## config.mk

```make
export PLATFORM = sky130hd
export DESIGN_NAME = icache_ctrl
export DESIGN_NICKNAME = d
export VERILOG_FILES = /design/src/icache_ctrl.sv
export SDC_FILE = /design/constraint.sdc
export NUM_CORES = 1
export LEC_CHECK = 0
export BUFFER_PORTS_ARGS = -buffer_cell sky130_fd_sc_hd__buf_2
export CAP_MARGIN = 20
export CORE_AREA = 2 2 39 41
export DETAILED_ROUTE_END_ITERATION = 8
export DIE_AREA = 0 0 41 43
export GPL_ROUTABILITY_DRIVEN = 0
export GPL_TIMING_DRIVEN = 0
export PLACE_DENSITY = 0.56
export SLEW_MARGIN = 10
export SYNTH_ARGS = -nofsm -noshare
export SYNTH_HDL_FRONTEND = slang
export SYNTH_SLANG_ARGS = --single-unit
```

## constraint.sdc

```tcl
create_clock -name clk_i -period 3.7 [get_ports clk_i]
set_clock_uncertainty 0.2 [all_clocks]
set_input_delay 0.185 -clock clk_i [delete_from_list [all_inputs] [get_ports clk_i]]
set_output_delay 0.185 -clock clk_i [all_outputs]
set_load 0.01 [all_outputs]
```

## src/icache_ctrl.sv

```systemverilog
`timescale 1ns/1ns

module icache_ctrl (
    input  logic clk_i,
    input  logic rstn_i,
    input  logic ireq_valid_i,
    input  logic flush_i,
    input  logic hit_i,
    input  logic mmu_miss_i,
    input  logic mmu_xcpt_i,
    input  logic ifill_resp_valid_i,
    output logic ready_o,
    output logic accept_o,
    output logic retranslate_o,
    output logic rd_en_o,             // replay read
    output logic wr_en_o,             // line write from fill
    output logic flush_o,
    output logic resp_valid_o,
    output logic ifill_req_valid_o
);

    typedef enum logic [2:0] {
        ST_IDLE,
        ST_LOOKUP,
        ST_TWAIT,    // waiting for the MMU miss to clear
        ST_FILL,
        ST_REPLAY
    } state_e;

    state_e state_q;
    state_e state_d;
    logic   flush_q;
    logic   check;
    logic   respond;

    // tags and translation are both valid to look at in these states
    assign check   = (state_q == ST_LOOKUP) || (state_q == ST_TWAIT);
    assign respond = check && !mmu_miss_i && (mmu_xcpt_i || hit_i);

    assign retranslate_o     = check && mmu_miss_i;
    assign ifill_req_valid_o = check && !mmu_miss_i && !mmu_xcpt_i && !hit_i;
    assign resp_valid_o      = respond;
    assign ready_o  = !flush_q && ((state_q == ST_IDLE) || respond);
    assign accept_o = ireq_valid_i && ready_o;
    assign wr_en_o  = (state_q == ST_FILL) && ifill_resp_valid_i;
    assign rd_en_o  = (state_q == ST_REPLAY);
    assign flush_o  = flush_q;

    always_comb begin
        state_d = state_q;
        case (state_q)
            ST_IDLE: if (accept_o) state_d = ST_LOOKUP;
            ST_LOOKUP, ST_TWAIT: begin
                if (mmu_miss_i) state_d = ST_TWAIT;
                else if (respond) state_d = accept_o ? ST_LOOKUP : ST_IDLE;
                else state_d = ST_FILL;  // tag miss sends one fill request
            end
            ST_FILL: if (ifill_resp_valid_i) state_d = ST_REPLAY;
            ST_REPLAY: state_d = ST_LOOKUP;
            default: state_d = ST_IDLE;
        endcase
    end

    always_ff @(posedge clk_i or negedge rstn_i) begin
        if (!rstn_i) begin
            state_q <= ST_IDLE;
            flush_q <= 1'b0;
        end else begin
            state_q <= state_d;
            flush_q <= flush_i && ready_o;  // only taken while ready
        end
    end

endmodule

```

Yosys cells after proc, flatten, opt, wreduce, memory -nomap -nowiden
Cells that the tools add are included.
- bits in registers: 4
- output and inout port bits: 8
- logic and storage cells: 33
- equality and inequality tests: 6
- multiplexer cells: 6
- reduce and logical (&&, ||, !) cells: 19
- operators with widths (operator ; number):
    $pmux W3 S4 ; 1
    $logic_and A1 B1 Y1 ; 9
    $eq A3 B2 Y1 const B ; 2
    $mux W3 ; 2
    $logic_not A1 Y1 ; 4
    $mux W2 ; 2
    $ne A2 B2 Y1 const B ; 2
    $eq A3 B1 Y1 const B ; 1
    $eq A3 B3 Y1 const B ; 1
    $logic_not A3 Y1 ; 1
    $logic_or A1 B1 Y1 ; 3
    $reduce_and A2 Y1 ; 1
    $reduce_or A2 Y1 ; 1
    $mux W1 ; 1

Logic depth before layout (Yosys ltp)
Gate-level depths: netlist of the first run.
- depth after elaboration: 11
- depth in mapped cells: 4
- gate-level depth less buffers: 3

Least setup slack after synthesis of the first run
Ideal clock, no wire load.
- kind: reg-to-output
- start: reg state_q[0]
- end: out accept_o
- data arrival time: 1.165 ns
- data required time: 3.315 ns
- slack: 2.150 ns
- cell stages (with the launch flop): 4
- path buffers: 1
- path through: dfrtp_1 clkbuf_1 maj3_2 nor3_1
- longest elaborated chain between the ends: 7
- ends and longest elaborated chain (what ; RTL line ; source):
    start: declaration ; 30 ; state_e state_q;
    start signal: assignment ; 69 ; state_q <= state_d;
    $eq A3 B1 Y1 / $eq A3 B2 Y1 (equally long branches) ; 37 ; assign check = (state_q == ST_LOOKUP) || (state_q == ST_TWAIT);
    $logic_or A1 B1 Y1 ; 37 ;
    $logic_and A1 B1 Y1 (2 in series) ; 38 ; assign respond = check && !mmu_miss_i && (mmu_xcpt_i || hit_i);
    $logic_or A1 B1 Y1 (*) ; 43 ; assign ready_o = !flush_q && ((state_q == ST_IDLE) || respond);
    $logic_and A1 B1 Y1 (*) ; 43 ;
    $logic_and A1 B1 Y1 (*) ; 44 ; assign accept_o = ireq_valid_i && ready_o;
    end: declaration ; 13 ; output logic accept_o,
Mark *: on every way between the ends. The rest lies on a longest branch, timed or not.

Worst setup path in the final report of the first run
Same ends and word-level chain as after synthesis.

==> results of run 1 <==
-- repair_timing --
item,in CTS,in global routing
gates resized for setup,0,0
hold endpoints to repair,4,0
hold buffers,1,0
-- final timing paths --
check,startpoint,end,slack [ps],cells past startpoint
hold reg to reg,flush_o,flush_o,280,1
setup / recovery,state_q[0],accept_o,1830,4
max in group asynchronous,rstn_i,flush_o,3100,2
setup reg to reg,state_q[0],state_q[0],2100,3
min in group asynchronous,rstn_i,state_q[0],80,2
hold / removal,flush_i,flush_o,30,2
-- Yosys cell counts --
cell type  instances  area [µm²]
a21oi_1            2        10.0
buf_1              1        3.75
buf_2              1        5.00
clkbuf_1           1        3.75
dfrtp_1            4         100
maj3_2             1        11.3
nand2_1            2        7.51
nand2b_1           1        6.26
nand3b_1           1        7.51
nor2_1             3        11.3
nor3_1             2        10.0
nor3b_1            4        30.0
nor4_1             1        6.26
nor4b_1            1        8.76
nor4b_2            1        15.0
o211ai_1           1        7.51
o21ai_0            1        5.00
o21bai_1           1        7.51
o22ai_2            1        12.5
o311a_1            1        10.0
or4_4              1        11.3
or4b_1             1        10.0
xnor2_1            1        8.76
-- cell type report --
type	instances	area [µm²]	share of cell area
multi-input cells	27	196	0.450
flip-flops and latches	4	100	0.229
repair buffers	16	85.1	0.195
clock buffers	3	22.5	0.0516
well taps	16	20.0	0.0458
plain buffers	3	12.5	0.0287
-- flip-flops by register name (all words and copies together) (netlist names) --
signal   flops
state_q      3
flush_o      1
-- layer usage --
| layer | global-route usage | vias to the layer above | share of wire |
|---|---|---|---|
| met1 | 0.117 | 148 | 0.45 |
| met3 | 0.0314 | 3 | 0.065 |
| met4 | 0.100 | 0 | 0.037 |
| met2 | 0.141 | 13 | 0.45 |
| met5 | 0 | - | 0 |
| li1 | - | 169 | - |
-- cells in the final DEF (no fill, tap or decap) --
cell,netlist,final
o21ai_0,1,1
dfrtp_1,4,4
buf_1,1,1
or4_4,1,1
nor3b_1,4,4
nand3b_1,1,1
buf_2,1,16
nand2b_1,1,1
o211ai_1,1,1
xnor2_1,1,1
nor2_1,3,3
or4b_1,1,1
nor4_1,1,1
clkbuf_4,0,3
nor4b_2,1,1
nor3_1,2,2
dlygate4sd3_1,0,1
o311a_1,1,1
a21oi_1,2,2
maj3_2,1,1
o21bai_1,1,1
nor4b_1,1,1
o22ai_2,1,1
nand2_1,2,2
clkbuf_1,1,1
-- power by group --
group / internal [mW] / leakage, nW / switching, mW
combinational: 0.0783 / 0.133 / 0.0986
clock: 0.0363 / 0.0138 / 0.0184
sequential: 0.0605 / 0.0515 / 0.00932
total: 0.175 / 0.199 / 0.126
-- stage by stage --
stage	power, mW	setup slack (ps)	std cells
5_1_grt	0.333	1690	69
4_1_cts	0.308	1810	69
3_5_place_dp	0.249	2080	65
3_3_place_gp	0.246	2100	65
2_1_floorplan	0.197	2150	34
6_report	0.301	1830	69
-- cells by family after synthesis --
kind of cell / share of synthesized area
flops: 0.324
buf+inv: 0.0404
fa+ha+maj: 0.0364
simple gates: 0.401
compound gates: 0.170
xor+xnor: 0.0283
==> metrics.md, run 1 <==
| Metric | Value |
|---|---|
| RSZ-0062 raised after global routing | no |
| Layout fillers | 154 |
| #FFs+latches synth | 4 |
| First DRT Iteration DRCs | 10 |
| FMAX | ~540 MHz |
| DRT Pass-1 Iters | 4 |
| Largest stage delay, worst path | around 370 ps |
| Max-Cap Viols | 0 |
| Synthesized cell area | about 310 µm² |
| Clock Tree Buf Depth | 2 |
| P&R area growth vs syn | 41.3% |
| CP Cell Sequence | clkbuf_1, maj3_2, nor3_1, buf_2 |
| Synth Warn # | 0 |
| CP bufs+invs | 2 |
| Worst-Skew Late Latency | approximately 240 ps |
| Clock Sink Count | 4 |
| I/O pins | 16 |
| Synth Instances | 34 |
| Period minus WS final | roughly 1900 ps |
| Worst VDD drop | 0.000254 V |
| Synth cell types | 23 |
| CTS clock-pin slew for the worst setup and hold paths | around 40 ps |
| Kind of critical path | reg2out |
| Die width | 41 µm |
| Routed len/inst | about 10 µm |
| Hold Fails Final Rpt | 0 |
| Max-Slew Margin vs Limit | 0.716 |
| Hold WC Path Type | in2reg |
| Pwr dens | about 700 nW/µm² |
| Die area | ~1800 µm² |
| Layout cells sized above 1 | 0.434 |
| Leakage power total | between 0.15 and 0.2 nW |
| WP data arrival | about 1500 ps |
| Die height | about 43 µm |
| Sequential area share after synthesis | 0.324 |
| Routed via count | between 300 and 400 |
| Nets@finish | 63 |
| Average instance area after synthesis | around 9.1 µm² |
| Dpl hpwl | roughly 560 µm |
| Hold_ws | around 26 ps |
| Drc violations | 0 |
| Final instance area | about 440 µm² |
| Cell Area, Placed | 404 µm² |
| First-pass GRT wire length | between 1000 and 1500 µm |
| CTS tree | done |
| H-Tree Level Count | 1 |
| CP endpoint kind | output pin |
| Status | completed |
| Pin count of the biggest net entering global routing | 11 |
| Vias in the first global route | between 300 and 400 |
| Post-route ant nets | 0 |
| Setup bufs post-CTS | 0 |
| Routed Wire Length | 721 µm |
| Initial antenna violation count | 0 |
| Post-layout util | 0.316 |
| Slew Limit Fails | 0 |
| IO Port Bufs | 15 |
| Initial Utilization | 0.223 |
| Worst-path maximum fanout | 10 |
| Root Buffer | clkbuf_4 |
| Placeable Area | about 1400 µm² |
| Gr ovfl total | 0 |
| Final Cycle Share | 0.505 |
| Final setup TNS | 0 ps |
| CP delay by family, top | flip-flops |
| Ant diodes | 0 |
| Syn Nets | 42 |
| Clock buffer count from CTS | 3 |
| Crit start category | flip-flop |
| Worst-Margin Slew | about 430 ps |
| Final setup fails | 0 |
| CP max stage cell | dfrtp_1 |
| Total GRT Usage | 0.103 |
| Num rows | 14 |
| Req. time, crit path | 3310 ps |
| Vias per inst | roughly 4.8 |
Note: power is estimated with default switching activity, not from simulation.
==> inputs of run 2 (changes only) <==
clock period = 1.95 ns   (was 3.7 ns; I/O delays follow)
==> metrics.md, run 2 (synthesized netlist as in run 1, its figures left out) <==
| Metric | Value |
|---|---|
| Hold Path Sink | state_q[1] |
| Start of the worst register-to-register path | state_q[0] |
| Final setup TNS | 0 ps (unchanged) |
| Num rows | 14 (unchanged) |
| DRT Pass-1 Iters | 2 (-2) |
| Final Cycle Share | 0.916 |
| Root Buffer | clkbuf_4 |
| Leading cell type in the layout, fill and taps excluded | buf_2 |
| RSZ-0062 raised after global routing | no |
| Layout cells sized above 1 | 0.411 (-0.0232) |
| Pin count of the biggest net entering global routing | 11 (unchanged) |
| Clock buffer count from CTS | 3 (unchanged) |
| CP endpoint kind | output pin |
| Max-Cap Viols | 0 (unchanged) |
| Drc violations | 0 (unchanged) |
| Dpl hpwl | 556 µm (unchanged) |
| Worst VDD drop | 0.000497 V (+96%) |
| Routed via count | 339 (+1.8%) |
| Worst-Skew Late Latency | 240 ps (about the same) |
| Die width | 41 µm (unchanged) |
| Die height | 43 µm (unchanged) |
| CP Cell Sequence | clkbuf_1, maj3_2, nor3_1, buf_2 |
| Req. time, crit path | 1650 ps (-1660 ps) |
| WP data arrival | 1490 ps (about the same) |
| Crit start category | flip-flop |
| Ant diodes | 0 (unchanged) |
| Hold_ws | 79.9 ps (+53.9 ps) |
| Initial Utilization | 0.223 (unchanged) |
| Hold Fails Final Rpt | 0 (unchanged) |
| Reg with most FFs | state_q |
| Total GRT Usage | 0.109 (+0.00604) |
| H-Tree Level Count | 1 (unchanged) |
| Initial antenna violation count | 0 (unchanged) |
| Die area | 1760 µm² (unchanged) |
| R2r setup slk | 340 ps (-1760 ps) |
| First-pass GRT wire length | 1240 µm (+7.2%) |
| IO Port Bufs | 15 (unchanged) |
| Vias in the first global route | 343 (+10%) |
| Period minus WS final | 1790 ps |
| Worst-Margin Slew | 426 ps (-0.315 ps) |
| Pwr dens | 1240 nW/µm² (+79%) |
| Placeable Area | 1380 µm² (unchanged) |
| Tot Pwr | 0.578 mW (+92%) |
| Largest stage delay, worst path | 380 ps (about the same) |
| Nets@finish | 66 (+4.8%) |
| First DRT Iteration DRCs | 6 (-4) |
| Kind of critical path | reg2out |
| Gr ovfl total | 0 (unchanged) |
| Worst-path maximum fanout | 10 (unchanged) |
| WHS Path Cells | 4 (+2) |
| Hold WC Path Type | in2reg |
| HP Start | mmu_xcpt_i |
| Final instance area | 467 µm² (+6.9%) |
| Slew Limit Fails | 0 (unchanged) |
| RR Endpoint | state_q[0] |
| Clock Sink Count | 4 (unchanged) |
| FMAX | roughly 560 MHz |
| Setup bufs post-CTS | 0 (unchanged) |
| Routed len/inst | 10.5 µm (+0.35%) |
| Most frequent cells in the layout | buf_2 (16), nor3b_1 (4), dfrtp_1 (4), dlygate4sd3_1 (4) |
| Final setup fails | 0 (unchanged) |
| Status | completed |
| Leakage power total | 0.211 nW (+6.3%) |
| CTS tree | done |
| CTS clock-pin slew for the worst setup and hold paths | 40 ps (about the same) |
| Worst-case reg-to-reg path depth | 3 (unchanged) |
| CP max stage cell | maj3_2 |
| I/O pins | 16 (unchanged) |
| Largest register FFs | 3 (unchanged) |
| Routed Wire Length | 755 µm (+4.7%) |
| Max-Slew Margin vs Limit | 0.716 (about the same) |
| Post-route ant nets | 0 (unchanged) |
| Clock Tree Buf Depth | 2 (unchanged) |
| Cell Area, Placed | 404 µm² (unchanged) |
| P&R area growth vs syn | 51.0% |
| Vias per inst | 4.71 (-2.4%) |
-- run 2: cell count changes in the layout (fill, tap and decap cells not counted), sizes merged --
| cell | change |
|---|---|
| dlygate4sd3 | +3 |
-- run 2: layout make-up --
class | count | area, µm²
fill | 150 | 917
clock buffer | 3 | 22.5
tap | 16 | 20.0
timing repair buffer | 19 | 115
sequential | 4 | 100
multi-input combinational | 27 | 196
buffer | 3 | 12.5
-- run 2: per-stage QoR --
step / util / worst slack, ps / instances
detailed placement: 0.292 / 365 / 65
global placement: 0.292 / 368 / 65
global route: 0.337 / 25.7 / 72
CTS: 0.337 / 146 / 72
finish: 0.337 / 163 / 72
floorplan: - / 439 / 34
-- run 2: report_power, final --
part	internal, mW	switching, mW
registers	0.115	0.0178
clock network	0.0689	0.0347
logic	0.153	0.189
-- run 2: critical path: cells and delay by family (launching register included) --
family	cells	cell delay, ps
buffers and inverters	2	370
and+or+nand+nor	1	130
adders and majority gates	1	380
DFF	1	370
-- run 2: timing repair --
item,CTS,global route
endpoints found under the hold margin,6,0
endpoints found under the setup margin,0,0
gates resized for setup,0,0
hold buffers,4,0
-- run 2: worst max path at each step --
stage,end,start,cells past startpoint,slack (ps)
after floorplan,state_q[0],state_q[0],3,440
after global placement,state_q[0],state_q[1],4,370
after detailed placement,state_q[0],state_q[1],4,360
after CTS,accept_o,state_q[0],4,150
after global routing,accept_o,state_q[0],4,30
final,accept_o,state_q[0],4,160
-- run 2: per-layer routing --
| metal | routed length (µm) | share of wire | vias to the layer above | global-route usage |
|---|---|---|---|---|
| li1 | - | - | 173 | - |
| met1 | 338 | 0.45 | 152 | 0.120 |
| met2 | 342 | 0.45 | 11 | 0.156 |
| met3 | 46 | 0.061 | 3 | 0.0314 |
| met4 | 27 | 0.036 | 0 | 0.100 |
| met5 | 0 | 0 | - | 0 |
