==> src/icache_defs.svh <==
`ifndef ICACHE_DEFS_SVH
`define ICACHE_DEFS_SVH

// ------------------------------------------------------------
// cache geometry
// ------------------------------------------------------------

// virtual and physical address width
`define ICACHE_ADDR_SIZE   40
// page index bits carried by each fetch request
`define ICACHE_IDX_BITS    12
`define ICACHE_LINE_BYTES  64
`define ICACHE_SETS        16
`define ICACHE_WAYS        4

// ------------------------------------------------------------
// fetch side
// ------------------------------------------------------------

`define ICACHE_FETCH_BITS  128   // one fetch block per response

`endif

==> src/icache_pkg.sv <==
`include "icache_defs.svh"

package icache_pkg;

    localparam int unsigned OFFSET_BITS = $clog2(`ICACHE_LINE_BYTES);  // byte within line
    localparam int unsigned SET_BITS    = $clog2(`ICACHE_SETS);
    localparam int unsigned WAY_BITS    = $clog2(`ICACHE_WAYS);
    localparam int unsigned FETCH_SEL_BITS =
        $clog2(`ICACHE_LINE_BYTES * 8 / `ICACHE_FETCH_BITS);
    localparam int unsigned PPN_BITS    = `ICACHE_ADDR_SIZE - SET_BITS - OFFSET_BITS;

    // request side
    typedef logic [`ICACHE_IDX_BITS-1:0]                    idx_t;
    typedef logic [`ICACHE_ADDR_SIZE-`ICACHE_IDX_BITS-1:0]  vpn_t;
    typedef logic [`ICACHE_ADDR_SIZE-1:0]                   vaddr_t;

    // ppn doubles as the stored tag
    typedef logic [PPN_BITS-1:0]                            ppn_t;
    typedef logic [`ICACHE_ADDR_SIZE-1:0]                   paddr_t;

    // array organisation
    typedef logic [SET_BITS-1:0]                            set_t;
    typedef logic [WAY_BITS-1:0]                            way_t;
    typedef logic [`ICACHE_WAYS-1:0]                        way_vec_t;

    typedef logic [`ICACHE_LINE_BYTES*8-1:0]                line_t;
    typedef logic [`ICACHE_FETCH_BITS-1:0]                  fetch_t;
    typedef logic [FETCH_SEL_BITS-1:0]                      fetch_sel_t;

endpackage

==> src/icache_req_stage.sv <==
`timescale 1ns/1ns

module icache_req_stage (
    input  logic                clk_i,
    input  logic                rstn_i,
    input  logic                ireq_valid_i,
    input  icache_pkg::idx_t    ireq_idx_i,
    input  icache_pkg::vpn_t    ireq_vpn_i,
    input  logic                accept_i,       // request taken this cycle
    input  logic                retranslate_i,  // ask the MMU again with held vpn
    input  logic                tresp_miss_i,
    input  icache_pkg::ppn_t    tresp_ppn_i,
    input  logic                tresp_xcpt_i,
    output logic                treq_valid_o,
    output icache_pkg::vpn_t    treq_vpn_o,
    output icache_pkg::idx_t    idx_o,
    output icache_pkg::vaddr_t  vaddr_o,
    output icache_pkg::ppn_t    ppn_o,
    output logic                mmu_miss_o,
    output logic                mmu_xcpt_o
);
    import icache_pkg::*;

    idx_t idx_q;
    vpn_t vpn_q;

    // held address stays put until the next accepted request
    always_ff @(posedge clk_i or negedge rstn_i) begin
        if (!rstn_i) begin
            idx_q <= '0;
            vpn_q <= '0;
        end else if (accept_i) begin
            idx_q <= ireq_idx_i;
            vpn_q <= ireq_vpn_i;
        end
    end

    // retranslation wins over a new vpn
    assign treq_valid_o = accept_i || retranslate_i;
    assign treq_vpn_o   = (ireq_valid_i && !retranslate_i) ? ireq_vpn_i : vpn_q;

    always_ff @(posedge clk_i or negedge rstn_i) begin
        if (!rstn_i) begin
            mmu_miss_o <= 1'b0;
            mmu_xcpt_o <= 1'b0;
        end else if (treq_valid_o) begin
            mmu_miss_o <= tresp_miss_i;
            mmu_xcpt_o <= tresp_xcpt_i;
        end
    end

    always_ff @(posedge clk_i) begin
        if (treq_valid_o) ppn_o <= tresp_ppn_i;  // kept for the fill tag
    end

    assign idx_o   = idx_q;
    assign vaddr_o = {vpn_q, idx_q};

endmodule

==> config.mk <==
export PLATFORM = sky130hd
export DESIGN_NAME = icache_req_stage
export DESIGN_NICKNAME = d
export VERILOG_FILES = /design/src/icache_pkg.sv /design/src/icache_req_stage.sv
export VERILOG_INCLUDE_DIRS = /design/src /design/src/src
export SDC_FILE = /design/constraint.sdc
export NUM_CORES = 1
export LEC_CHECK = 0
export BUFFER_PORTS_ARGS = -buffer_cell sky130_fd_sc_hd__buf_2
export CAP_MARGIN = 20
export CORE_MARGIN = 5
export CORE_UTILIZATION = 40
export CTS_BUF_LIST = sky130_fd_sc_hd__clkbuf_4 sky130_fd_sc_hd__clkbuf_8
export CTS_CLUSTER_SIZE = 30
export DETAILED_ROUTE_END_ITERATION = 16
export PLACE_DENSITY = 0.79
export RECOVER_POWER = 50
export SLEW_MARGIN = 40
export SYNTH_ARGS = -nofsm -noshare
export SYNTH_HDL_FRONTEND = slang
export SYNTH_SLANG_ARGS = --single-unit
==> constraint.sdc <==
create_clock -name clk_i -period 0.9 [get_ports clk_i]
set_input_delay 0.045 -clock clk_i [delete_from_list [all_inputs] [get_ports clk_i]]
set_output_delay 0.045 -clock clk_i [all_outputs]
set_load 0.01 [all_outputs]
## Yosys cells after proc, flatten, opt, wreduce, memory -nomap -nowiden

Index checks and enable logic that the tools add are counted.

| storage, ports and cells | value |
|---|---|
| register bits after elaboration | 72 |
| input port bits | 77 |
| output and inout bits | 113 |

| operators by class | value |
|---|---|
| multiplexer cells | 1 |
| reductions and logical operators | 3 |

Operator list:

| cell | count |
|---|---|
| $mux 28 | 1 |
| $logic_and 1x1->1 | 1 |
| $logic_not 1->1 | 1 |
| $logic_or 1x1->1 | 1 |

## Longest topological paths before layout

Gate-level depths: netlist of the first run.

| logic depth | value |
|---|---|
| depth after elaboration | 3 |
| depth in mapped cells | 4 |

## Least setup slack after synthesis of the first run

OpenSTA, ideal clock, no wires.

| timing path | value |
|---|---|
| kind | input to register |
| start | input port accept_i |
| end | register ppn_o[0] (enable) |
| arrival | 0.951 ns |
| data required time | 0.512 ns |
| path slack | -0.439 ns |
| stages | 3 |
| path buffers | 1 |
| cell sequence | clkbuf_1 nor2_1 inv_1 |

| between the ends | value |
|---|---|
| longest elaborated chain between the ends | 1 |

RTL lines:

| what | line | text |
|---|---|---|
| start, declared | icache_req_stage.sv:9 | `input logic accept_i,` |
| $logic_or 1x1->1 | icache_req_stage.sv:39 | `assign treq_valid_o = accept_i \|\| retranslate_i;` |
| net treq_valid_o | icache_req_stage.sv:14 | `output logic treq_valid_o,` |
| end signal, assigned | icache_req_stage.sv:53 | `if (treq_valid_o) ppn_o <= tresp_ppn_i;` |
| end, declared | icache_req_stage.sv:18 | `output icache_pkg::ppn_t ppn_o,` |

The timed path passes the listed nets, and every way through them passes these cells.
A chain may end at the register's enable or synchronous reset.

## Worst setup path after layout of the first run

| timing path | value |
|---|---|
| start | register vpn_q[18] |
| end | output port treq_vpn_o[18] |

| between the ends | value |
|---|---|
| longest elaborated chain between the ends | 1 |

RTL lines:

| what | line | text |
|---|---|---|
| start, declared | icache_req_stage.sv:25 | `vpn_t vpn_q;` |
| start signal, assigned | icache_req_stage.sv:34 | `vpn_q <= ireq_vpn_i;` |
| $mux 28 | icache_req_stage.sv:40 | `assign treq_vpn_o = (ireq_valid_i && !retranslate_i) ? ireq_vpn_i : vpn_q;` |
| end, declared | icache_req_stage.sv:15 | `output icache_pkg::vpn_t treq_vpn_o,` |

Every way passes these cells.

==> Flow_metrics.wiki, run 1 <==
{| class="wikitable"
! Metric !! Value
|-
| Reg2Reg Setup Slack || -0.15 ns
|-
| Summed instance area of the synthesized netlist || 3010 um^2
|-
| Overall routed net length || 11.7 mm
|-
| RSZ-0062 raised after global routing || true
|-
| Synth area leader || sky130_fd_sc_hd__dfrtp_1
|-
| Sum of overflow across all layers after global routing || 0
|-
| Worst max-slew margin expressed relative to the limit || 0.631
|-
| Number of nets in the synthesized netlist || 242
|-
| Pin count of the biggest net entering global routing || 43
|-
| Type of the tightest min-delay check || in -> reg
|-
| Count of clock tree sinks || 72
|-
| Count of inserted antenna diode cells || 0
|-
| Post-Route Setup TNS || -13.24 ns
|-
| Die H || 96.8 um
|-
| Portion of synthesized cell area occupied by the leading cell type || 0.349
|-
| Setup violation total in the final timing report || 124
|-
| DRC violation total after the first TritonRoute iteration || 41
|-
| Final HPWL from detailed placement || 5.88 mm
|-
| Number of vias in the routed layout || 2,743
|-
| Part of the cycle the worst path needs || 1.36
|-
| Maximum clock rate || 0.818 GHz
|-
| WP data arrival || 1.18 ns
|-
| CP Class || reg -> out
|-
| Highest-count cells in the layout ignoring fill and taps || 130 x sky130_fd_sc_hd__buf_2, 85 x sky130_fd_sc_hd__buf_6, 73 x sky130_fd_sc_hd__dlygate4sd3_1
|-
| Max_cap viols || 0
|-
| Number of instances in the synthesized netlist || 165
|-
| CTS tree || built
|-
| Fraction of the yosys area taken by sequential cells || 0.648
|-
| H-Tree Level Count || 3
|-
| Post-route ant nets || 0
|-
| Drt first pass iters || 4
|-
| Least setup slack across all paths after layout || -0.323 ns
|-
| Global-route wire length before repair || 16.6 mm
|-
| Routed wire per std cell || 20.3 um
|-
| Total power divided by cell area || 1550 nW/um^2
|-
| Yosys warnings || 0
|-
| Synth Register Bits || 72
|-
| GR Util All Layers || 0.227
|-
| Ratio of cells with drive above 1 in the final layout || 0.690
|-
| Clock buffer count from CTS || 9
|-
| Starting Density || 0.413
|-
| Endpoint of the most critical setup path || treq_vpn_o[18]
|-
| Final critical delay including setup and external delays || 1.22 ns
|-
| Via count of the first global-routing pass || 3,024
|-
| Post-route core utilization || 0.802
|-
| Clock-pin slew of the registers on the worst-case setup and hold paths || 0.08 ns
|-
| Pleak || 2.85 nW
|-
| Category of the worst setup path capture point || output pin
|-
| Die Footprint || 9360 um^2
|-
| Capture instance of the worst register-to-register path || vpn_q[19]
|-
| Reg-to-Reg Start || vpn_q[19]
|-
| Worst-case vdd ir drop || 0.00107 V
|-
| Antenna violations before repair || 0
|-
| Die Wd || 96.8 um
|-
| Outcome || complete, but fails checks
|-
| Top post-synthesis cells by area || sky130_fd_sc_hd__dfrtp_1 35%, sky130_fd_sc_hd__edfxtp_1 30%, sky130_fd_sc_hd__mux2_2 18%, sky130_fd_sc_hd__mux2_4 10%, sky130_fd_sc_hd__buf_4 4.0%
|-
| Depth of the worst register-to-register path || 3
|-
| Count of final hold-check violations || 0
|-
| CP Max Fanout || 2
|-
| Worst EP required || 0.85 ns
|-
| Synthesized area divided by synthesized cell count || 18.3 um^2
|-
| Failing checks || negative setup slack
|-
| Measured slew at the worst slew-check pin || 0.554 ns
|-
| Maximum clock path buffer count || 2
|-
| DRC || 0
|-
| CTS root buffer || sky130_fd_sc_hd__clkbuf_8
|-
| Core ar. || 7290 um^2
|-
| Synthesis-to-layout area growth || 94.1%
|-
| Count of unique library cells instantiated by Yosys || 12
|-
| Global placer's final weighted congestion || 0.735
|-
| Worst Skew || 0 ns
|-
| Nets || 550
|-
| Most common cell after layout, fill and taps aside || sky130_fd_sc_hd__buf_2
|-
| Startpoint Class || register
|-
| Number of slew-limit violations in the final report || 0
|-
| Num ports || 190
|-
| Clock network latency to the later pin of the worst-skew pair || 0.33 ns
|-
| Drt via density || 4.75
|-
| FP Rows || 31
|-
| Launch point of the critical path || vpn_q[18]
|-
| Worst hold-check slack || 0.272 ns
|-
| Number of input and output port buffers inserted || 189
|}
[synth_stat cells (all sizes together)]
| cell | number |
|---|---|
| mux2 | 70 |
| dfrtp | 42 |
| edfxtp | 30 |
| buf | 19 |
| clkbuf | 1 |
| inv | 1 |
| nand2b | 1 |
| nor2 | 1 |
[metal layers]
| layer | share of wire | GRT usage | vias to the layer above |
|---|---|---|---|
| met5 | 0 | 0 | - |
| met4 | 0.036 | 0.118 | 0 |
| met2 | 0.57 | 0.428 | 128 |
| met1 | 0.34 | 0.228 | 1367 |
| met3 | 0.049 | 0.0547 | 37 |
| li1 | - | - | 1211 |
[flip-flops by register name, indices dropped and copies added (netlist names)]
register    flops
idx_o          12
mmu_xcpt_o      1
vpn_q          28
mmu_miss_o      1
ppn_o          30
[what timing repair did]
action                                 CTS  global route
setup endpoints to repair              109           132
hold buffers                            73             0
pin swaps                                0             1
buffers inserted                        25            33
endpoints found under the hold margin  114             0
gates resized for setup                 81            36
cloned                                   1             0
[report_power, final]
part	internal (W)	switching, W	total [W]
clock network	0.00104	0.00130	0.00235
registers	0.00375	0.000193	0.00394
logic	0.00172	0.00108	0.00280
total	0.00651	0.00257	0.00909
[how the worst min path moves through the flow]
stage / start / end / cells after the start
after floorplan: rstn_i / idx_o[0] / 0
after global placement: rstn_i / vpn_q[7] / 2
after detailed placement: rstn_i / vpn_q[7] / 2
after CTS: retranslate_i / mmu_xcpt_o / 4
after global routing: accept_i / vpn_q[21] / 3
final: accept_i / mmu_miss_o / 4
[through the flow]
stage	worst slack (ns)	std cells	instance area [um^2]	total power, W
6_report	-0.323	577	5850	0.00909
3_3_place_gp	-0.0838	442	4060	0.00558
2_1_floorplan	-0.272	165	3030	0.00485
3_5_place_dp	-0.0894	442	4060	0.00563
5_1_grt	-0.357	577	5850	0.00951
4_1_cts	-0.303	557	5620	0.00879
[cells by family (layout without fill, tap and decap cells)]
kind of cell / Yosys count / in the layout / share of synthesized area
and+or+nand+nor: 2 / 2 / 0.00581
DFF: 72 / 72 / 0.648
muxes: 70 / 70 / 0.287
buffers and inverters: 21 / 334 / 0.0594
[critical path: stages, from the launching register on]
cell and delay, ns:
sky130_fd_sc_hd__dfrtp_1 0.42, sky130_fd_sc_hd__mux2_4 0.29, sky130_fd_sc_hd__buf_6 0.13
[area by class of cell]
cell class,instances,area [um^2]
clock buffer,10,131
clock inverter,6,45.0
fill,405,1450
inverter,1,5.00
multi-input combinational,72,952
sequential,72,1950
tap,99,124
timing repair buffer,317,2640
(Power assumes the default switching activity.)
==> run 2, diff against run 1 <==
--- a/config.mk
+++ b/config.mk
@@ -8,12 +8,14 @@
 export LEC_CHECK = 0
 export BUFFER_PORTS_ARGS = -buffer_cell sky130_fd_sc_hd__buf_2
 export CAP_MARGIN = 20
+export CELL_PAD_IN_SITES_DETAIL_PLACEMENT = 1
+export CELL_PAD_IN_SITES_GLOBAL_PLACEMENT = 2
 export CORE_MARGIN = 5
-export CORE_UTILIZATION = 40
+export CORE_UTILIZATION = 25
 export CTS_BUF_LIST = sky130_fd_sc_hd__clkbuf_4 sky130_fd_sc_hd__clkbuf_8
 export CTS_CLUSTER_SIZE = 30
 export DETAILED_ROUTE_END_ITERATION = 16
-export PLACE_DENSITY = 0.79
+export PLACE_DENSITY_LB_ADDON = 0.1
 export RECOVER_POWER = 50
 export SLEW_MARGIN = 40
 export SYNTH_ARGS = -nofsm -noshare
==> run 2 against run 1 <==
  * The flow still finishes with violations (negative setup slack)
  * Non-clock buffer count fell by 8
  * Fmax is 3.4% higher
  * Global-route usage decreased by 8.7 points
  * Combinational power fell by 5%
  * Setup slack gained 0.040 ns
  * Critical path depth is the same
  * Critical path type unchanged
  * Critical endpoint is now treq_vpn_o[11]
  * Largest power group unchanged
==> Flow_metrics.wiki, run 2 (synthesis results as in run 1) <==
{| class="wikitable"
! Metric !! Value
|-
| Outcome || complete, but fails checks
|-
| Failing checks || negative setup slack
|-
| Core ar. || 11,900 um^2
|-
| Reg2Reg Setup Slack || -0.11 ns
|-
| Max_cap viols || 0
|-
| Worst EP required || 0.85 ns
|-
| Global-route wire length before repair || 15.4 mm
|-
| Ratio of cells with drive above 1 in the final layout || 0.683
|-
| Count of final hold-check violations || 0
|-
| DRC || 0
|-
| Maximum clock rate || 0.845 GHz
|-
| Category of the worst setup path capture point || output pin
|-
| Antenna violations before repair || 1
|-
| Max reg flops || 30
|-
| Placed insts || 489
|-
| Clock-pin slew of the registers on the worst-case setup and hold paths || 0.07 ns
|-
| Pin count of the biggest net entering global routing || 37
|-
| Most common cell after layout, fill and taps aside || sky130_fd_sc_hd__buf_2
|-
| Pleak || 2.79 nW
|-
| CTS root buffer || sky130_fd_sc_hd__clkbuf_8
|-
| Global placer's final weighted congestion || 0.691
|-
| Nets || 542
|-
| Overall routed net length || 10.0 mm
|-
| Worst max-slew margin expressed relative to the limit || 0.695
|-
| FP Rows || 40
|-
| CP Max Fanout || 2
|-
| Count of filler cells inserted in the layout || 1,249
|-
| WP data arrival || 1.14 ns
|-
| Num ports || 190
|-
| Clock network latency to the later pin of the worst-skew pair || 0.34 ns
|-
| Type of the tightest min-delay check || in -> async
|-
| Clock buffer count from CTS || 9
|-
| Least setup slack across all paths after layout || -0.283 ns
|-
| Number of standard cells in the layout, taps in and fillers out || 618
|-
| DRC violation total after the first TritonRoute iteration || 46
|-
| Final HPWL from detailed placement || 6.46 mm
|-
| Worst-case vdd ir drop || 0.000617 V
|-
| Number of slew-limit violations in the final report || 0
|-
| Number of input and output port buffers inserted || 189
|-
| Via count of the first global-routing pass || 2,919
|-
| Maximum clock path buffer count || 2
|-
| Count of clock tree sinks || 72
|-
| CP Class || reg -> out
|-
| Die Footprint || 14,300 um^2
|-
| Starting Density || 0.253
|-
| Part of the cycle the worst path needs || 1.31
|-
| Post-route ant nets || 0
|-
| Synthesis-to-layout area growth || 93.4%
|-
| Drt first pass iters || 3
|-
| RSZ-0062 raised after global routing || true
|-
| Final critical delay including setup and external delays || 1.18 ns
|-
| Setup violation total in the final timing report || 108
|-
| Capture instance of the worst register-to-register path || vpn_q[17]
|-
| Sum of overflow across all layers after global routing || 0
|-
| Die Wd || 120 um
|-
| Measured slew at the worst slew-check pin || 0.458 ns
|-
| Highest-count cells in the layout ignoring fill and taps || 129 x sky130_fd_sc_hd__buf_2, 82 x sky130_fd_sc_hd__buf_6, 73 x sky130_fd_sc_hd__dlygate4sd3_1
|-
| Total power divided by cell area || 1520 nW/um^2
|-
| Post-Route Setup TNS || -12.12 ns
|-
| Reg-to-Reg Start || vpn_q[17]
|-
| Startpoint Class || register
|-
| Worst Skew || 0 ns
|-
| Top reg by flops || ppn_o
|-
| Die H || 120 um
|-
| Drt via density || 4.14
|-
| Worst hold-check slack || 0.169 ns
|-
| Routed wire per std cell || 16.3 um
|-
| Number of vias in the routed layout || 2,561
|-
| Post-route core utilization || 0.489
|-
| GR Util All Layers || 0.140
|-
| H-Tree Level Count || 3
|-
| CTS tree || built
|-
| Depth of the worst register-to-register path || 3
|}
run 2: cell count changes in the layout (fill, tap and decap cells not counted), moves of 3 or more:
cell                     delta
sky130_fd_sc_hd__buf_4      -4
sky130_fd_sc_hd__buf_6      -3
sky130_fd_sc_hd__mux2_2     +5
sky130_fd_sc_hd__mux2_4     -5
run 2: final cells by class:
class	instances	area, um^2	area share
diodes	1	2.50	0.000430
clock buffers	10	131	0.0226
clock inverters	6	45.0	0.00773
inverters	1	5.00	0.000859
multi-input cells	72	933	0.160
flip-flops and latches	72	1950	0.335
well taps	147	184	0.0316
repair buffers	309	2570	0.441
run 2: worst max-delay path, cell delays in order, from the launching register on:
cell and delay (ns):
sky130_fd_sc_hd__dfrtp_1 0.41, sky130_fd_sc_hd__mux2_4 0.27, sky130_fd_sc_hd__buf_6 0.12
run 2: worst max-delay path by stage:
stage | cells past startpoint | start | slack (ns) | to
2_1_floorplan | 3 | accept_i | -0.27 | ppn_o[0]
3_3_place_gp | 5 | retranslate_i | -0.08 | ppn_o[6]
3_5_place_dp | 5 | retranslate_i | -0.08 | treq_vpn_o[16]
4_1_cts | 2 | vpn_q[3] | -0.31 | treq_vpn_o[3]
5_1_grt | 2 | vpn_q[11] | -0.34 | treq_vpn_o[11]
6_report | 2 | vpn_q[11] | -0.28 | treq_vpn_o[11]
run 2: power breakdown:
group	switching, W	total [W]	internal [W]
Combinational	0.000976	0.00265	0.00167
Clock	0.00126	0.00230	0.00104
Sequential	0.000172	0.00392	0.00375
run 2: metal layers:
metal / share of wire / global-route usage
met5: 0 / 0
met4: 0.018 / 0.0494
met3: 0.086 / 0.0566
met2: 0.55 / 0.256
met1: 0.35 / 0.142
run 2: stage by stage:
| stage | instance area, um^2 | total power, W | setup slack, ns |
|---|---|---|---|
| after floorplan | 3030 | 0.00485 | -0.272 |
| after global placement | 4110 | 0.00564 | -0.0847 |
| after detailed placement | 4110 | 0.00566 | -0.0784 |
| after CTS | 5640 | 0.00889 | -0.305 |
| after global routing | 5820 | 0.00939 | -0.335 |
| final | 5820 | 0.00887 | -0.283 |
run 2: what timing repair did:
action                                  in CTS  in global routing
pin swaps                                    0                  1
resized for setup                           80                 29
gates cloned                                 1                  0
hold buffers                                73                  0
endpoints found under the hold margin      114                  0
buffers inserted                            24                 25
endpoints found under the setup margin     113                128
==> run 3, diff against run 2 <==
--- a/config.mk
+++ b/config.mk
@@ -8,10 +8,10 @@
 export LEC_CHECK = 0
 export BUFFER_PORTS_ARGS = -buffer_cell sky130_fd_sc_hd__buf_2
 export CAP_MARGIN = 20
-export CELL_PAD_IN_SITES_DETAIL_PLACEMENT = 1
-export CELL_PAD_IN_SITES_GLOBAL_PLACEMENT = 2
+export CELL_PAD_IN_SITES_DETAIL_PLACEMENT = 0
+export CELL_PAD_IN_SITES_GLOBAL_PLACEMENT = 1
 export CORE_MARGIN = 5
-export CORE_UTILIZATION = 25
+export CORE_UTILIZATION = 36
 export CTS_BUF_LIST = sky130_fd_sc_hd__clkbuf_4 sky130_fd_sc_hd__clkbuf_8
 export CTS_CLUSTER_SIZE = 30
 export DETAILED_ROUTE_END_ITERATION = 16
==> constraint.sdc (replaced) <==
create_clock -name clk_i -period 1.51 [get_ports clk_i]
set_input_delay 0.0755 -clock clk_i [delete_from_list [all_inputs] [get_ports clk_i]]
set_output_delay 0.0755 -clock clk_i [all_outputs]
set_load 0.01 [all_outputs]
==> run 3 against run 2 <==
  * The run now ends clean
  * Register-to-register slack better by 0.82 ns
  * Final cell count fell by 14%
  * Critical path depth rose by 2
  * Clock skew is the same
  * Count of clock-buffer cells in the layout unchanged
  * Non-clock buffer count decreased by 42
  * Sequential cell count stayed put
  * Setup slack better by 0.56 ns
  * Design area decreased by 16%
==> Flow_metrics.wiki, run 3 (synthesis results as in run 1) <==
{| class="wikitable"
! Metric !! Value
|-
| Outcome || complete, no violations
|-
| Num ports || 190
|-
| Synthesis-to-layout area growth || 63.2%
|-
| Die H || 101 um
|-
| Portion of total power attributed to sequential cells || 0.471
|-
| Sum of overflow across all layers after global routing || 0
|-
| Routed wire per std cell || 14.9 um
|-
| Setup violation total in the final timing report || 0
|-
| Number of resized instances in the post-cts repair step || 0
|-
| DRC || 0
|-
| CP Class || in -> out
|-
| Crit-path cells || dlygate4sd3_1 -> buf_2 -> mux2_2 -> buf_2
|-
| Top reg by flops || ppn_o
|-
| Number of vias in the routed layout || 2,315
|-
| Pleak || 2.37 nW
|-
| Share of power burned in the clock network || 0.308
|-
| Max reg flops || 30
|-
| CP Max Fanout || 2
|-
| Part of the cycle the worst path needs || 0.816
|-
| Post-route ant nets || 0
|-
| Count of clock tree sinks || 72
|-
| Category of the worst setup path capture point || output pin
|-
| Post-Route Setup TNS || 0 ns
|-
| Worst max-slew margin expressed relative to the limit || 0.682
|-
| Number of standard cells in the layout, taps in and fillers out || 533
|-
| Via count of the first global-routing pass || 2,522
|-
| Die Wd || 101 um
|-
| CTS root buffer || sky130_fd_sc_hd__clkbuf_8
|-
| Worst hold-check slack || 0.163 ns
|-
| Final critical delay including setup and external delays || 1.23 ns
|-
| GR Util All Layers || 0.151
|-
| Global placer's final weighted congestion || 0.664
|-
| Drt via density || 4.34
|-
| Net switching power || 0.00130 W
|-
| Worst Skew || 0 ns
|-
| RSZ-0062 raised after global routing || false
|-
| Die Footprint || 10,300 um^2
|-
| Clock-pin slew of the registers on the worst-case setup and hold paths || 0.07 ns
|-
| Combinational Power Share || 0.220
|-
| Worst EP required || 1.43 ns
|-
| Measured slew at the worst slew-check pin || 0.478 ns
|-
| Count of inserted antenna diode cells || 0
|-
| Maximum clock path buffer count || 2
|-
| Number of input and output port buffers inserted || 189
|-
| Top cell by count, worst path || sky130_fd_sc_hd__buf_2
|-
| Clock network latency to the later pin of the worst-skew pair || 0.33 ns
|-
| Core ar. || 8180 um^2
|-
| CP bufs+invs || 3
|-
| Count of final hold-check violations || 0
|-
| Ratio of cells with drive above 1 in the final layout || 0.643
|-
| Worst path slowest cell || sky130_fd_sc_hd__dlygate4sd3_1
|-
| Internal power component || 0.00364 W
|-
| Drt first pass iters || 4
|-
| Pin count of the biggest net entering global routing || 41
|-
| Worst Hold Path Cells || 3
|-
| Worst-case vdd ir drop || 0.000458 V
|-
| Depth of the worst register-to-register path || 1
|-
| Startpoint Class || input pin
|-
| Number of slew-limit violations in the final report || 0
|-
| Nets || 500
|-
| Type of the tightest min-delay check || in -> reg
|-
| Max_cap viols || 0
|-
| Clock buffer count from CTS || 9
|-
| Largest stage delay on the critical path || 0.54 ns
|-
| Highest-count cells in the layout ignoring fill and taps || 186 x sky130_fd_sc_hd__buf_2, 73 x sky130_fd_sc_hd__dlygate4sd3_1, 47 x sky130_fd_sc_hd__mux2_2
|-
| Antenna violations before repair || 0
|-
| CTS tree || built
|-
| WP data arrival || 1.16 ns
|-
| Overall routed net length || 7.95 mm
|-
| FP Rows || 33
|-
| Starting Density || 0.368
|-
| H-Tree Level Count || 3
|-
| Final HPWL from detailed placement || 5.55 mm
|-
| Global-route wire length before repair || 11.9 mm
|-
| Switching Fraction || 0.264
|-
| CP delay by family, top || buffers and inverters
|-
| DRC violation total after the first TritonRoute iteration || 54
|-
| Placed insts || 444
|-
| Most common cell after layout, fill and taps aside || sky130_fd_sc_hd__buf_2
|-
| Total power divided by cell area || 1010 nW/um^2
|-
| Maximum clock rate || 0.812 GHz
|-
| Count of cell instances traversed by the critical path || 4
|}
==> run 3: cell count changes in the layout (fill, tap and decap cells not counted), moves of 2 or more <==
| cell | change |
|---|---|
| sky130_fd_sc_hd__buf_6 | -82 |
| sky130_fd_sc_hd__buf_2 | +57 |
| sky130_fd_sc_hd__buf_4 | -15 |
| sky130_fd_sc_hd__mux2_4 | -12 |
| sky130_fd_sc_hd__mux2_2 | +11 |
| sky130_fd_sc_hd__clkbuf_1 | +2 |
| sky130_fd_sc_hd__clkinvlp_4 | -2 |
==> run 3: per-layer routing <==
| metal | track usage | part of all wire |
|---|---|---|
| met1 | 0.164 | 0.37 |
| met2 | 0.278 | 0.54 |
| met3 | 0.0331 | 0.068 |
| met4 | 0.0736 | 0.025 |
| met5 | 0 | 0 |
==> run 3: per-stage QoR <==
| step | instance area (um^2) | power [W] | setup WS (ns) | util |
|---|---|---|---|---|
| floorplan | 3010 | 0.00289 | 0.141 | - |
| global placement | 3990 | 0.00332 | 0.372 | 0.488 |
| detailed placement | 3990 | 0.00333 | 0.362 | 0.488 |
| CTS | 4920 | 0.00502 | 0.263 | 0.602 |
| global route | 4920 | 0.00518 | 0.236 | 0.601 |
| finish | 4920 | 0.00494 | 0.278 | 0.601 |
==> run 3: area by class of cell <==
class	instances	area, um^2
clock buffers	10	131
well taps	105	131
clock inverters	6	68.8
multi-input cells	72	881
inverters	1	3.75
repair buffers	267	1750
fillers	685	3260
flip-flops and latches	72	1950
==> run 3: power by group through the flow <==
stage	clock network, W	registers (W)	logic (W)
2_1_floorplan	0	0.00247	0.000422
3_3_place_gp	0	0.00237	0.000952
3_5_place_dp	0	0.00237	0.000957
4_1_cts	0.00158	0.00233	0.00111
5_1_grt	0.00165	0.00236	0.00117
6_report	0.00153	0.00233	0.00109
==> run 3: path summary, 6_finish.rpt <==
kind,from,to,slack (ns)
setup reg to reg,vpn_q[0],vpn_q[0],0.71
setup / recovery,ireq_vpn_i[26],treq_vpn_o[26],0.28
hold / removal,retranslate_i,mmu_miss_o,0.16
max in group asynchronous,rstn_i,vpn_q[13],0.77
min in group asynchronous,rstn_i,vpn_q[17],0.24
hold reg to reg,mmu_miss_o,mmu_miss_o,0.51
==> run 3: timing repair <==
item / CTS / global route
endpoints found under the hold margin: 90 / 0
setup buffers: 0 / 0
hold buffers: 73 / 0
